## src/hdc_pkg.sv

```systemverilog
`default_nettype none

package hdc_pkg;

    // ========================================================================
    // bus and datapath widths
    // ========================================================================
    localparam int axil_addr_w = 12;
    localparam int axil_data_w = 32;
    localparam int prng_w      = 32;
    localparam int axis_data_w = 64;
    localparam int item_w      = 16;

    // reload value of the item memory prng
    localparam logic [prng_w-1:0] xorshift_seed = 32'd2463534242;

    // ========================================================================
    // register map, byte offsets
    // ========================================================================
    typedef enum logic [axil_addr_w-1:0] {
        reg_ctrl       = 12'h000,
        reg_item_count = 12'h004
    } reg_addr_t;

    // bit positions inside reg_ctrl
    localparam int ctrl_gen_bit = 0;
    localparam int ctrl_run_bit = 1;

    // axi-lite slave states
    typedef enum logic [2:0] {
        st_idle,
        st_aw,
        st_w,
        st_resp,
        st_rd_addr,
        st_rd_data
    } axil_state_t;

    // stream master states
    typedef enum logic [1:0] {
        st_wait,
        st_send,
        st_hold
    } stream_state_t;

endpackage

`default_nettype wire

```

## src/hdc_ctrl_if.sv

```systemverilog
`timescale 1ns/1ps
`default_nettype none

interface hdc_ctrl_if;

    import hdc_pkg::*;

    // levels from the register block
    logic              gen;
    logic              run;
    logic [item_w-1:0] item_count;

    // single-cycle completion pulses
    logic              gen_done;
    logic              run_done;

    modport regs (
        output gen,
        output run,
        output item_count,
        input  gen_done,
        input  run_done
    );

    modport gen_side (
        input  gen,
        input  item_count,
        output gen_done
    );

    modport stream_side (
        input  run,
        output run_done
    );

endinterface

`default_nettype wire

```

## src/hdc_regs.sv

```systemverilog
`timescale 1ns/1ps
`default_nettype none

module hdc_regs (
    input  logic                            AXIS_ACLK,
    input  logic                            S_AXI_ARESETN,
    input  logic [hdc_pkg::axil_addr_w-1:0] s_axi_awaddr,
    input  logic                            s_axi_awvalid,
    output logic                            s_axi_awready,
    input  logic [hdc_pkg::axil_data_w-1:0] s_axi_wdata,
    input  logic                            s_axi_wvalid,
    output logic                            s_axi_wready,
    output logic                            s_axi_bvalid,
    input  logic                            s_axi_bready,
    input  logic [hdc_pkg::axil_addr_w-1:0] s_axi_araddr,
    input  logic                            s_axi_arvalid,
    output logic                            s_axi_arready,
    output logic [hdc_pkg::axil_data_w-1:0] s_axi_rdata,
    output logic                            s_axi_rvalid,
    input  logic                            s_axi_rready,
    hdc_ctrl_if.regs                        ctrl
);

    import hdc_pkg::*;

    axil_state_t            state;
    logic                   wr_pend;
    logic [axil_addr_w-1:0] wr_addr;
    logic [axil_data_w-1:0] wr_data;
    logic [axil_addr_w-1:0] rd_addr;
    logic [axil_addr_w-1:0] wr_off;
    logic [axil_addr_w-1:0] rd_off;
    logic [axil_data_w-1:0] rd_word;
    logic                   gen_q;
    logic                   run_q;
    logic [item_w-1:0]      item_count_q;

    // ========================================================================
    // axi-lite handshake
    // ========================================================================
    assign s_axi_awready = (state == st_idle) || (state == st_w);
    assign s_axi_wready  = (state == st_idle) || (state == st_aw);
    // a pending write wins over a read in the same cycle
    assign s_axi_arready = (state == st_idle) && !s_axi_awvalid && !s_axi_wvalid;
    assign s_axi_bvalid  = (state == st_resp);
    assign s_axi_rvalid  = (state == st_rd_data);

    always_ff @(posedge AXIS_ACLK) begin
        if (!S_AXI_ARESETN) begin
            state   <= st_idle;
            wr_pend <= 1'b0;
        end else begin
            wr_pend <= 1'b0;
            case (state)
                st_idle: begin
                    if (s_axi_awvalid && s_axi_wvalid) begin
                        state   <= st_resp;
                        wr_pend <= 1'b1;
                    end else if (s_axi_awvalid) begin
                        state <= st_aw;
                    end else if (s_axi_wvalid) begin
                        state <= st_w;
                    end else if (s_axi_arvalid) begin
                        state <= st_rd_addr;
                    end
                end
                st_aw: begin
                    if (s_axi_wvalid) begin
                        state   <= st_resp;
                        wr_pend <= 1'b1;
                    end
                end
                st_w: begin
                    if (s_axi_awvalid) begin
                        state   <= st_resp;
                        wr_pend <= 1'b1;
                    end
                end
                st_resp: begin
                    if (s_axi_bready) begin
                        state <= st_idle;
                    end
                end
                st_rd_addr: state <= st_rd_data;
                st_rd_data: begin
                    if (s_axi_rready) begin
                        state <= st_idle;
                    end
                end
                default: state <= st_idle;
            endcase
        end
    end

    // address and data latches
    always_ff @(posedge AXIS_ACLK) begin
        if (s_axi_awvalid && s_axi_awready) begin
            wr_addr <= s_axi_awaddr;
        end
        if (s_axi_wvalid && s_axi_wready) begin
            wr_data <= s_axi_wdata;
        end
        if (s_axi_arvalid && s_axi_arready) begin
            rd_addr <= s_axi_araddr;
        end
        if (state == st_rd_addr) begin
            s_axi_rdata <= rd_word;
        end
    end

    // word aligned offsets
    assign wr_off = {wr_addr[axil_addr_w-1:2], 2'b00};
    assign rd_off = {rd_addr[axil_addr_w-1:2], 2'b00};

    // ========================================================================
    // register file
    // ========================================================================
    always_comb begin
        rd_word = '0;
        case (rd_off)
            reg_ctrl: begin
                rd_word[ctrl_run_bit] = run_q;
                rd_word[ctrl_gen_bit] = gen_q;
            end
            reg_item_count: rd_word[item_w-1:0] = item_count_q;
            default: rd_word = '0;
        endcase
    end

    always_ff @(posedge AXIS_ACLK) begin
        if (!S_AXI_ARESETN) begin
            gen_q        <= 1'b0;
            run_q        <= 1'b0;
            item_count_q <= '0;
        end else begin
            if (wr_pend && (wr_off == reg_ctrl)) begin
                run_q <= wr_data[ctrl_run_bit];
                gen_q <= wr_data[ctrl_gen_bit];
            end else begin
                // self clear once the block reports done
                if (ctrl.gen_done) begin
                    gen_q <= 1'b0;
                end
                if (ctrl.run_done) begin
                    run_q <= 1'b0;
                end
            end
            if (wr_pend && (wr_off == reg_item_count)) begin
                item_count_q <= wr_data[item_w-1:0];
            end
        end
    end

    assign ctrl.gen        = gen_q;
    assign ctrl.run        = run_q;
    assign ctrl.item_count = item_count_q;

endmodule

`default_nettype wire

```

## src/hdc_top.sv

```systemverilog
`timescale 1ns/1ps
`default_nettype none

module hdc_top #(
    parameter int DIM = 1024
) (
    input  logic                            AXIS_ACLK,
    input  logic                            S_AXI_ARESETN,

    // axi-lite slave
    input  logic [hdc_pkg::axil_addr_w-1:0] s_axi_awaddr,
    input  logic                            s_axi_awvalid,
    output logic                            s_axi_awready,
    input  logic [hdc_pkg::axil_data_w-1:0] s_axi_wdata,
    input  logic                            s_axi_wvalid,
    output logic                            s_axi_wready,
    output logic                            s_axi_bvalid,
    input  logic                            s_axi_bready,
    input  logic [hdc_pkg::axil_addr_w-1:0] s_axi_araddr,
    input  logic                            s_axi_arvalid,
    output logic                            s_axi_arready,
    output logic [hdc_pkg::axil_data_w-1:0] s_axi_rdata,
    output logic                            s_axi_rvalid,
    input  logic                            s_axi_rready,

    // axi-stream master
    output logic [hdc_pkg::axis_data_w-1:0] m_axis_tdata,
    output logic                            m_axis_tvalid,
    output logic                            m_axis_tlast,
    input  logic                            m_axis_tready
);

    // DIM is expected to be a multiple of 64
    logic [DIM-1:0] item_vector;

    hdc_ctrl_if ctrl ();

    // ========================================================================
    // control registers
    // ========================================================================
    hdc_regs i_regs (
        .AXIS_ACLK     (AXIS_ACLK),
        .S_AXI_ARESETN (S_AXI_ARESETN),
        .s_axi_awaddr  (s_axi_awaddr),
        .s_axi_awvalid (s_axi_awvalid),
        .s_axi_awready (s_axi_awready),
        .s_axi_wdata   (s_axi_wdata),
        .s_axi_wvalid  (s_axi_wvalid),
        .s_axi_wready  (s_axi_wready),
        .s_axi_bvalid  (s_axi_bvalid),
        .s_axi_bready  (s_axi_bready),
        .s_axi_araddr  (s_axi_araddr),
        .s_axi_arvalid (s_axi_arvalid),
        .s_axi_arready (s_axi_arready),
        .s_axi_rdata   (s_axi_rdata),
        .s_axi_rvalid  (s_axi_rvalid),
        .s_axi_rready  (s_axi_rready),
        .ctrl          (ctrl.regs)
    );

    // item memory generation
    item_memory_gen #(
        .DIM (DIM)
    ) i_gen (
        .AXIS_ACLK     (AXIS_ACLK),
        .S_AXI_ARESETN (S_AXI_ARESETN),
        .ctrl          (ctrl.gen_side),
        .item_vector   (item_vector)
    );

    // stream out of the captured vector
    vector_streamer #(
        .DIM (DIM)
    ) i_streamer (
        .AXIS_ACLK     (AXIS_ACLK),
        .S_AXI_ARESETN (S_AXI_ARESETN),
        .ctrl          (ctrl.stream_side),
        .item_vector   (item_vector),
        .tdata         (m_axis_tdata),
        .tvalid        (m_axis_tvalid),
        .tlast         (m_axis_tlast),
        .tready        (m_axis_tready)
    );

endmodule

`default_nettype wire

```

## src/item_memory_gen.sv

```systemverilog
`timescale 1ns/1ps
`default_nettype none

module item_memory_gen #(
    parameter int DIM = 1024
) (
    input  logic                AXIS_ACLK,
    input  logic                S_AXI_ARESETN,
    hdc_ctrl_if.gen_side        ctrl,
    output logic [DIM-1:0]      item_vector
);

    import hdc_pkg::*;

    // prng words per hypervector
    localparam int                words     = DIM / prng_w;
    localparam int                word_w    = (words > 1) ? $clog2(words) : 1;
    localparam logic [word_w-1:0] last_word = word_w'(words - 1);

    logic [prng_w-1:0] rand_word;
    logic [word_w-1:0] word_cnt;
    logic [item_w-1:0] item_cnt;
    logic              item_done;
    logic [DIM-1:0]    asm_vec;
    logic              capture;
    logic              gen_done_q;

    xorshift32 i_prng (
        .AXIS_ACLK (AXIS_ACLK),
        .enable    (ctrl.gen),
        .rand_word (rand_word)
    );

    // ========================================================================
    // word and item counters
    // ========================================================================
    always_ff @(posedge AXIS_ACLK) begin
        if (!S_AXI_ARESETN || !ctrl.gen) begin
            word_cnt  <= '0;
            item_cnt  <= '0;
            item_done <= 1'b0;
        end else begin
            item_done <= (word_cnt == last_word);
            if (word_cnt == last_word) begin
                word_cnt <= '0;
            end else begin
                word_cnt <= word_cnt + 1'b1;
            end
            // item index moves on one cycle after its last word
            if (item_done) begin
                item_cnt <= item_cnt + 1'b1;
            end
        end
    end

    // word j of the current item lands in bits 32j+31:32j
    always_ff @(posedge AXIS_ACLK) begin
        if (!S_AXI_ARESETN || !ctrl.gen) begin
            asm_vec <= '0;
        end else begin
            asm_vec[word_cnt*prng_w +: prng_w] <= rand_word;
        end
    end

    // ========================================================================
    // capture of the selected item
    // ========================================================================
    // asm_vec still holds the finished item while item_done is high
    assign capture = ctrl.gen && item_done && (item_cnt == ctrl.item_count);

    always_ff @(posedge AXIS_ACLK) begin
        if (!S_AXI_ARESETN) begin
            item_vector <= '0;
            gen_done_q  <= 1'b0;
        end else begin
            gen_done_q <= capture;
            if (capture) begin
                item_vector <= asm_vec;
            end
        end
    end

    assign ctrl.gen_done = gen_done_q;

endmodule

`default_nettype wire

```

## src/vector_streamer.sv

```systemverilog
`timescale 1ns/1ps
`default_nettype none

module vector_streamer #(
    parameter int DIM = 1024
) (
    input  logic                            AXIS_ACLK,
    input  logic                            S_AXI_ARESETN,
    hdc_ctrl_if.stream_side                 ctrl,
    input  logic [DIM-1:0]                  item_vector,
    output logic [hdc_pkg::axis_data_w-1:0] tdata,
    output logic                            tvalid,
    output logic                            tlast,
    input  logic                            tready
);

    import hdc_pkg::*;

    // 64-bit beats per hypervector
    localparam int                beats     = DIM / axis_data_w;
    localparam int                beat_w    = (beats > 1) ? $clog2(beats) : 1;
    localparam logic [beat_w-1:0] last_beat = beat_w'(beats - 1);

    stream_state_t     state;
    logic [beat_w-1:0] beat_cnt;
    logic              beat_fire;
    logic              run_done_q;

    assign tvalid    = (state == st_send);
    assign tlast     = tvalid && (beat_cnt == last_beat);
    assign tdata     = item_vector[beat_cnt*axis_data_w +: axis_data_w];
    assign beat_fire = tvalid && tready;

    // ========================================================================
    // beat sequencing
    // ========================================================================
    always_ff @(posedge AXIS_ACLK) begin
        if (!S_AXI_ARESETN) begin
            state      <= st_wait;
            beat_cnt   <= '0;
            run_done_q <= 1'b0;
        end else begin
            run_done_q <= 1'b0;
            case (state)
                st_wait: begin
                    beat_cnt <= '0;
                    if (ctrl.run) begin
                        state <= st_send;
                    end
                end
                st_send: begin
                    // beat held as is until the sink takes it
                    if (beat_fire) begin
                        if (beat_cnt == last_beat) begin
                            state      <= st_hold;
                            run_done_q <= 1'b1;
                        end else begin
                            beat_cnt <= beat_cnt + 1'b1;
                        end
                    end
                end
                st_hold: begin
                    // wait for run to self-clear before rearming
                    if (!ctrl.run) begin
                        state <= st_wait;
                    end
                end
                default: state <= st_wait;
            endcase
        end
    end

    assign ctrl.run_done = run_done_q;

endmodule

`default_nettype wire

```

## src/xorshift32.sv

```systemverilog
`timescale 1ns/1ps
`default_nettype none

module xorshift32 (
    input  logic                       AXIS_ACLK,
    input  logic                       enable,
    output logic [hdc_pkg::prng_w-1:0] rand_word
);

    import hdc_pkg::*;

    logic [prng_w-1:0] state_q;
    logic [prng_w-1:0] step_a;
    logic [prng_w-1:0] step_b;
    logic [prng_w-1:0] step_c;

    // shifts 13 left, 17 right, 5 left
    always_comb begin
        step_a = state_q ^ (state_q << 13);
        step_b = step_a ^ (step_a >> 17);
        step_c = step_b ^ (step_b << 5);
    end

    // output is the state the next edge will load,
    // so the first enabled cycle already sees step one
    assign rand_word = step_c;

    always_ff @(posedge AXIS_ACLK) begin
        if (!enable) begin
            state_q <= xorshift_seed;
        end else begin
            state_q <= step_c;
        end
    end

endmodule

`default_nettype wire

```

## config.mk

```make
export PLATFORM = sky130hd
export DESIGN_NAME = hdc_top
export DESIGN_NICKNAME = d
export VERILOG_FILES = /design/src/hdc_pkg.sv /design/src/hdc_ctrl_if.sv /design/src/hdc_regs.sv /design/src/hdc_top.sv /design/src/item_memory_gen.sv /design/src/vector_streamer.sv /design/src/xorshift32.sv
export SDC_FILE = /design/constraint.sdc
export NUM_CORES = 2
export LEC_CHECK = 0
export ABC_AREA = 1
export ABC_CLOCK_PERIOD_IN_PS = 8100
export BUFFER_PORTS_ARGS = -buffer_cell sky130_fd_sc_hd__buf_4
export CAP_MARGIN = 10
export CORE_ASPECT_RATIO = 1.2
export CORE_UTILIZATION = 35
export DETAILED_ROUTE_END_ITERATION = 10
export HOLD_SLACK_MARGIN = 0.06
export RECOVER_POWER = 100
export SLEW_MARGIN = 20
export SYNTH_ARGS = -nofsm -noshare
export SYNTH_HDL_FRONTEND = slang
export SYNTH_SLANG_ARGS = --single-unit
```

## constraint.sdc

```tcl
create_clock -name AXIS_ACLK -period 8.1 [get_ports AXIS_ACLK]
set_clock_uncertainty 0.05 [all_clocks]
set_input_delay 0.81 -clock AXIS_ACLK [delete_from_list [all_inputs] [get_ports AXIS_ACLK]]
set_output_delay 0.81 -clock AXIS_ACLK [all_outputs]
set_load 0.02 [all_outputs]
```

==> results.json <==
{
  "synth_edf_count": 52,
  "wl_per_cell_um": 17.7,
  "die_y_um": 570,
  "worstSetupEndpointType": "flop",
  "required_ps": 8850,
  "tritoncts": "yes",
  "tightest_slew_ps": 3830,
  "reg2regPathDepth": 11,
  "rr_endpoint": "i_gen.asm_vec[336]$_SDFFE_PP0P_",
  "nets": 13400,
  "crit_path_max_fanout": 28,
  "utilization_pct": 39.0,
  "synth_top_area_share_pct": 45.4,
  "syn_to_final_growth_pct": 10.9,
  "start_util_pct": 35.1,
  "antenna_found_initial": 10,
  "first_iter_violations": 7369,
  "synth_top_cell_by_area": "dfxtp_1",
  "htree_levels": 4,
  "grtUsageTotal_pct": 21.8,
  "cp_cell_sequence": "inv_2, ha_4, clkinv_2, nor2_4, nand3_1, nor2_4, nand2_1, inv_1, clkbuf_1, o21ai_0, nor2_1",
  "combPwrFrac_pct": 1.6,
  "layout-drive-gt1-share_pct": 4.73,
  "grt_overflow": 0,
  "clockPowerShare_pct": 48.3,
  "switching_power_w": 0.00473,
  "critPathArrivalTime_ps": 7610,
  "die_width_um": 475,
  "swShare_pct": 21.8,
  "postRouteAntennaNets": 0,
  "hold_end": "i_regs.state[2]$_SDFFE_PN0P_",
  "critPathLaunchType": "flop",
  "synth_warnings": 0,
  "syn_area_mm2": 0.0939,
  "relSlewSlack_pct": -155,
  "ir_worst_vdd_v": 0.000184,
  "ys_async_sr_fraction_pct": 0,
  "ys.flop_type": "dfxtp_1",
  "yosysSeqAreaShare_pct": 47.1,
  "rrSetupSlack_ps": 1240,
  "rsz0062_at_grt": "false",
  "multiInputGateArea_mm2": 0.0367,
  "fillCellCount": 28400,
  "core_area_mm2": 0.267,
  "place_congestion": 0.841,
  "io-pin-count": 167,
  "dr.pass1.iters": 9,
  "status": "complete, but fails checks",
  "vias_per_cell": 4.81,
  "port_buffers": 130,
  "leakage_nw": 43.1,
  "slew_viol_final": 1121,
  "cts_buffers": 221,
  "postCtsSetupRepairBufs": 0,
  "setup_viol_count_final": 0,
  "syn_area_per_cell_um2": 6.85,
  "grt_pass1_wl_mm": 455,
  "seqPwrFrac_pct": 50.1,
  "criticalPathCategory": "reg2reg",
  "synth.area.top_cells": "dfxtp_1, o21ai_0, inv_1, nor2_1, nand2_1",
  "holdPathStages": 3,
  "reg2reg_from": "i_gen.word_cnt[0]$_SDFF_PP0_",
  "grt_start_max_net_pins": 240,
  "clk_pin_slew_worst_paths_ps": 60,
  "internal_power_w": 0.0169,
  "first_global_vias": 74300,
  "max_cap_violations": 22,
  "min_path_type": "in2reg",
  "cts_num_sinks": 2184,
  "final_hold_viol_count": 0,
  "vias": 82000,
  "drc_errors": 4,
  "rows": 208,
  "die_area_mm2": 0.270,
  "hpwlAfterDp_mm": 165,
  "setup_tns_ps": 0,
  "syn_inst": 13700,
  "clockBufferDepth": 3,
  "min_period_over_period_pct": 84.7,
  "clock.fmax_mhz": 146,
  "max_stage_delay_ps": 1280,
  "regArea_mm2": 0.0442,
  "slowest_stage": "inv_1",
  "violations": "DRC, capacitance limit, slew limit",
  "finalPower_w": 0.0217,
  "critPathMostFrequentCell": "nor2_4",
  "clock_latency_ps": 890,
  "min-delay-start": "s_axi_rready",
  "cts-root-buf": "clkbuf_16",
  "period_needed_ps": 6860,
  "synth.distinct_cells": 48,
  "routed_wirelength_mm": 302,
  "ys_seq_elements": 2184,
  "cellPowerDensity_mw_per_mm2": 208
}
## registers in the layout, summed over array words and instances, names as in the netlist
register	count
i_gen.asm_vec	1024
i_gen.item_vector	1024
i_gen.i_prng.state_q	32
i_gen.item_cnt	16
i_regs.ctrl.item_count	16
i_regs.s_axi_rdata	16
i_regs.wr_data	16
i_regs.rd_addr	10
i_regs.wr_addr	10
i_gen.word_cnt	5
i_streamer.beat_cnt	4
i_regs.state	3
i_streamer.state	2
i_gen.ctrl.gen_done	1
i_gen.item_done	1
i_regs.ctrl.gen	1
i_regs.ctrl.run	1
i_regs.wr_pend	1
i_streamer.ctrl.run_done	1
## cell usage after synthesis, types with 15 or more instances
cell type	n
or2_2	70
o21ai_1	43
nand2_1	1775
nand3_1	519
dfxtp_1	2132
buf_4	21
a21oi_1	1042
nand4_1	56
nor2_1	2117
o21ai_0	2316
inv_2	20
nor3_1	65
xnor2_1	15
o211a_1	34
clkbuf_1	622
edfxtp_1	52
buf_2	242
inv_1	2409
buf_1	57
## worst max-delay path by stage
stage,start,end,slack (ps)
after global placement,i_gen.word_cnt[0]$_SDFF_PP0_,i_gen.asm_vec[85]$_SDFFE_PP0P_,2450
after global routing,i_regs.ctrl.gen$_SDFFE_PN0P_,i_gen.item_vector[895]$_SDFFE_PN0P_,1070
after floorplan,i_gen.word_cnt[0]$_SDFF_PP0_,i_gen.asm_vec[291]$_SDFFE_PP0P_,5290
after detailed placement,i_gen.word_cnt[0]$_SDFF_PP0_,i_gen.asm_vec[80]$_SDFFE_PP0P_,2430
after CTS,i_gen.word_cnt[0]$_SDFF_PP0_,i_gen.asm_vec[80]$_SDFFE_PP0P_,2360
final,i_gen.word_cnt[0]$_SDFF_PP0_,i_gen.asm_vec[336]$_SDFFE_PP0P_,1240
## cells in the final DEF, fill, tap and decap left out, types with 5 or more instances in the layout
cell	n
edfxtp_1	52
clkbuf_8	54
clkbuf_2	10
nand3_1	524
inv_1	2413
nor2_4	20
o21a_1	5
nor3_1	68
dlygate4sd3_1	36
o21ai_1	14
buf_12	18
diode_2	5
and3_1	6
clkbuf_4	37
clkinv_2	43
nand2_1	1774
or2_2	70
dfxtp_1	2130
xor2_1	5
o21ai_0	2345
o211a_1	34
buf_4	98
conb_1	16
a21oi_1	1042
nand4_1	56
xnor2_1	15
clkinv_1	5
clkbuf_1	146
nor4_1	10
a211oi_1	11
clkbuf_16	225
nor2_1	2113
inv_2	12
bufinv_16	13
ha_1	5
## per-stage QoR
stage	worst slack (ps)	cell area [um^2]	hold slack, ps	cells
after floorplan	5290	94000	368	13700
after global placement	2450	96900	375	16600
after detailed placement	2430	96900	379	16600
after CTS	2360	105000	97.5	17000
after global routing	1070	104000	158	17100
final	1240	104000	162	17100
## power by group through the flow
stage	Sequential (W)	Clock, W	Combinational (W)
floorplan	0.0111	0	0.000243
global placement	0.0111	0	0.000359
detailed placement	0.0111	0	0.000357
CTS	0.0109	0.0106	0.000372
global route	0.0109	0.0110	0.000405
finish	0.0109	0.0105	0.000356
## kinds of logic (layout without fill, tap and decap cells)
logic type	Yosys count	in the layout	share of synthesized area, %
simple gates	4661	4661	20.0
fa+ha+maj	6	6	0.0799
other cells	1	21	0.00399
buf+inv	3377	3130	13.9
flops	2184	2184	47.1
xor+xnor	20	20	0.186
compound gates	3463	3463	18.7
## metal layers
metal	global-route usage (%)	vias to the layer above	wire length, um
met4	8.19	6	11300
met5	0	-	41
met3	2.85	542	19500
met2	36.1	2346	139000
met1	28.5	37400	132000
li1	-	41700	-
## cell type report
type,instances,share of cell area (%)
timing repair buffer,291,2.05
clock inverter,72,0.796
multi-input combinational,8166,35.3
clock buffer,334,6.32
tap,3570,4.29
sequential,2184,42.5
antenna,5,0.0120
inverter,2433,8.80
## what timing repair did
| item | in CTS | in global routing |
|---|---|---|
| hold endpoints to repair | 36 | 0 |
| hold buffers | 36 | 0 |
| setup endpoints to repair | 0 | 0 |
| resized for setup | 0 | 0 |
## worst max-delay path: cells and delay by family (launching register included)
family / cells / cell delay (ps)
buffers and inverters: 4 / 3200
and+or+nand+nor: 5 / 1530
DFF: 1 / 1020
adders and majority gates: 1 / 780
AOI/OAI and AO/OA: 1 / 160
No activity file was read; power rests on OpenSTA's default activity.
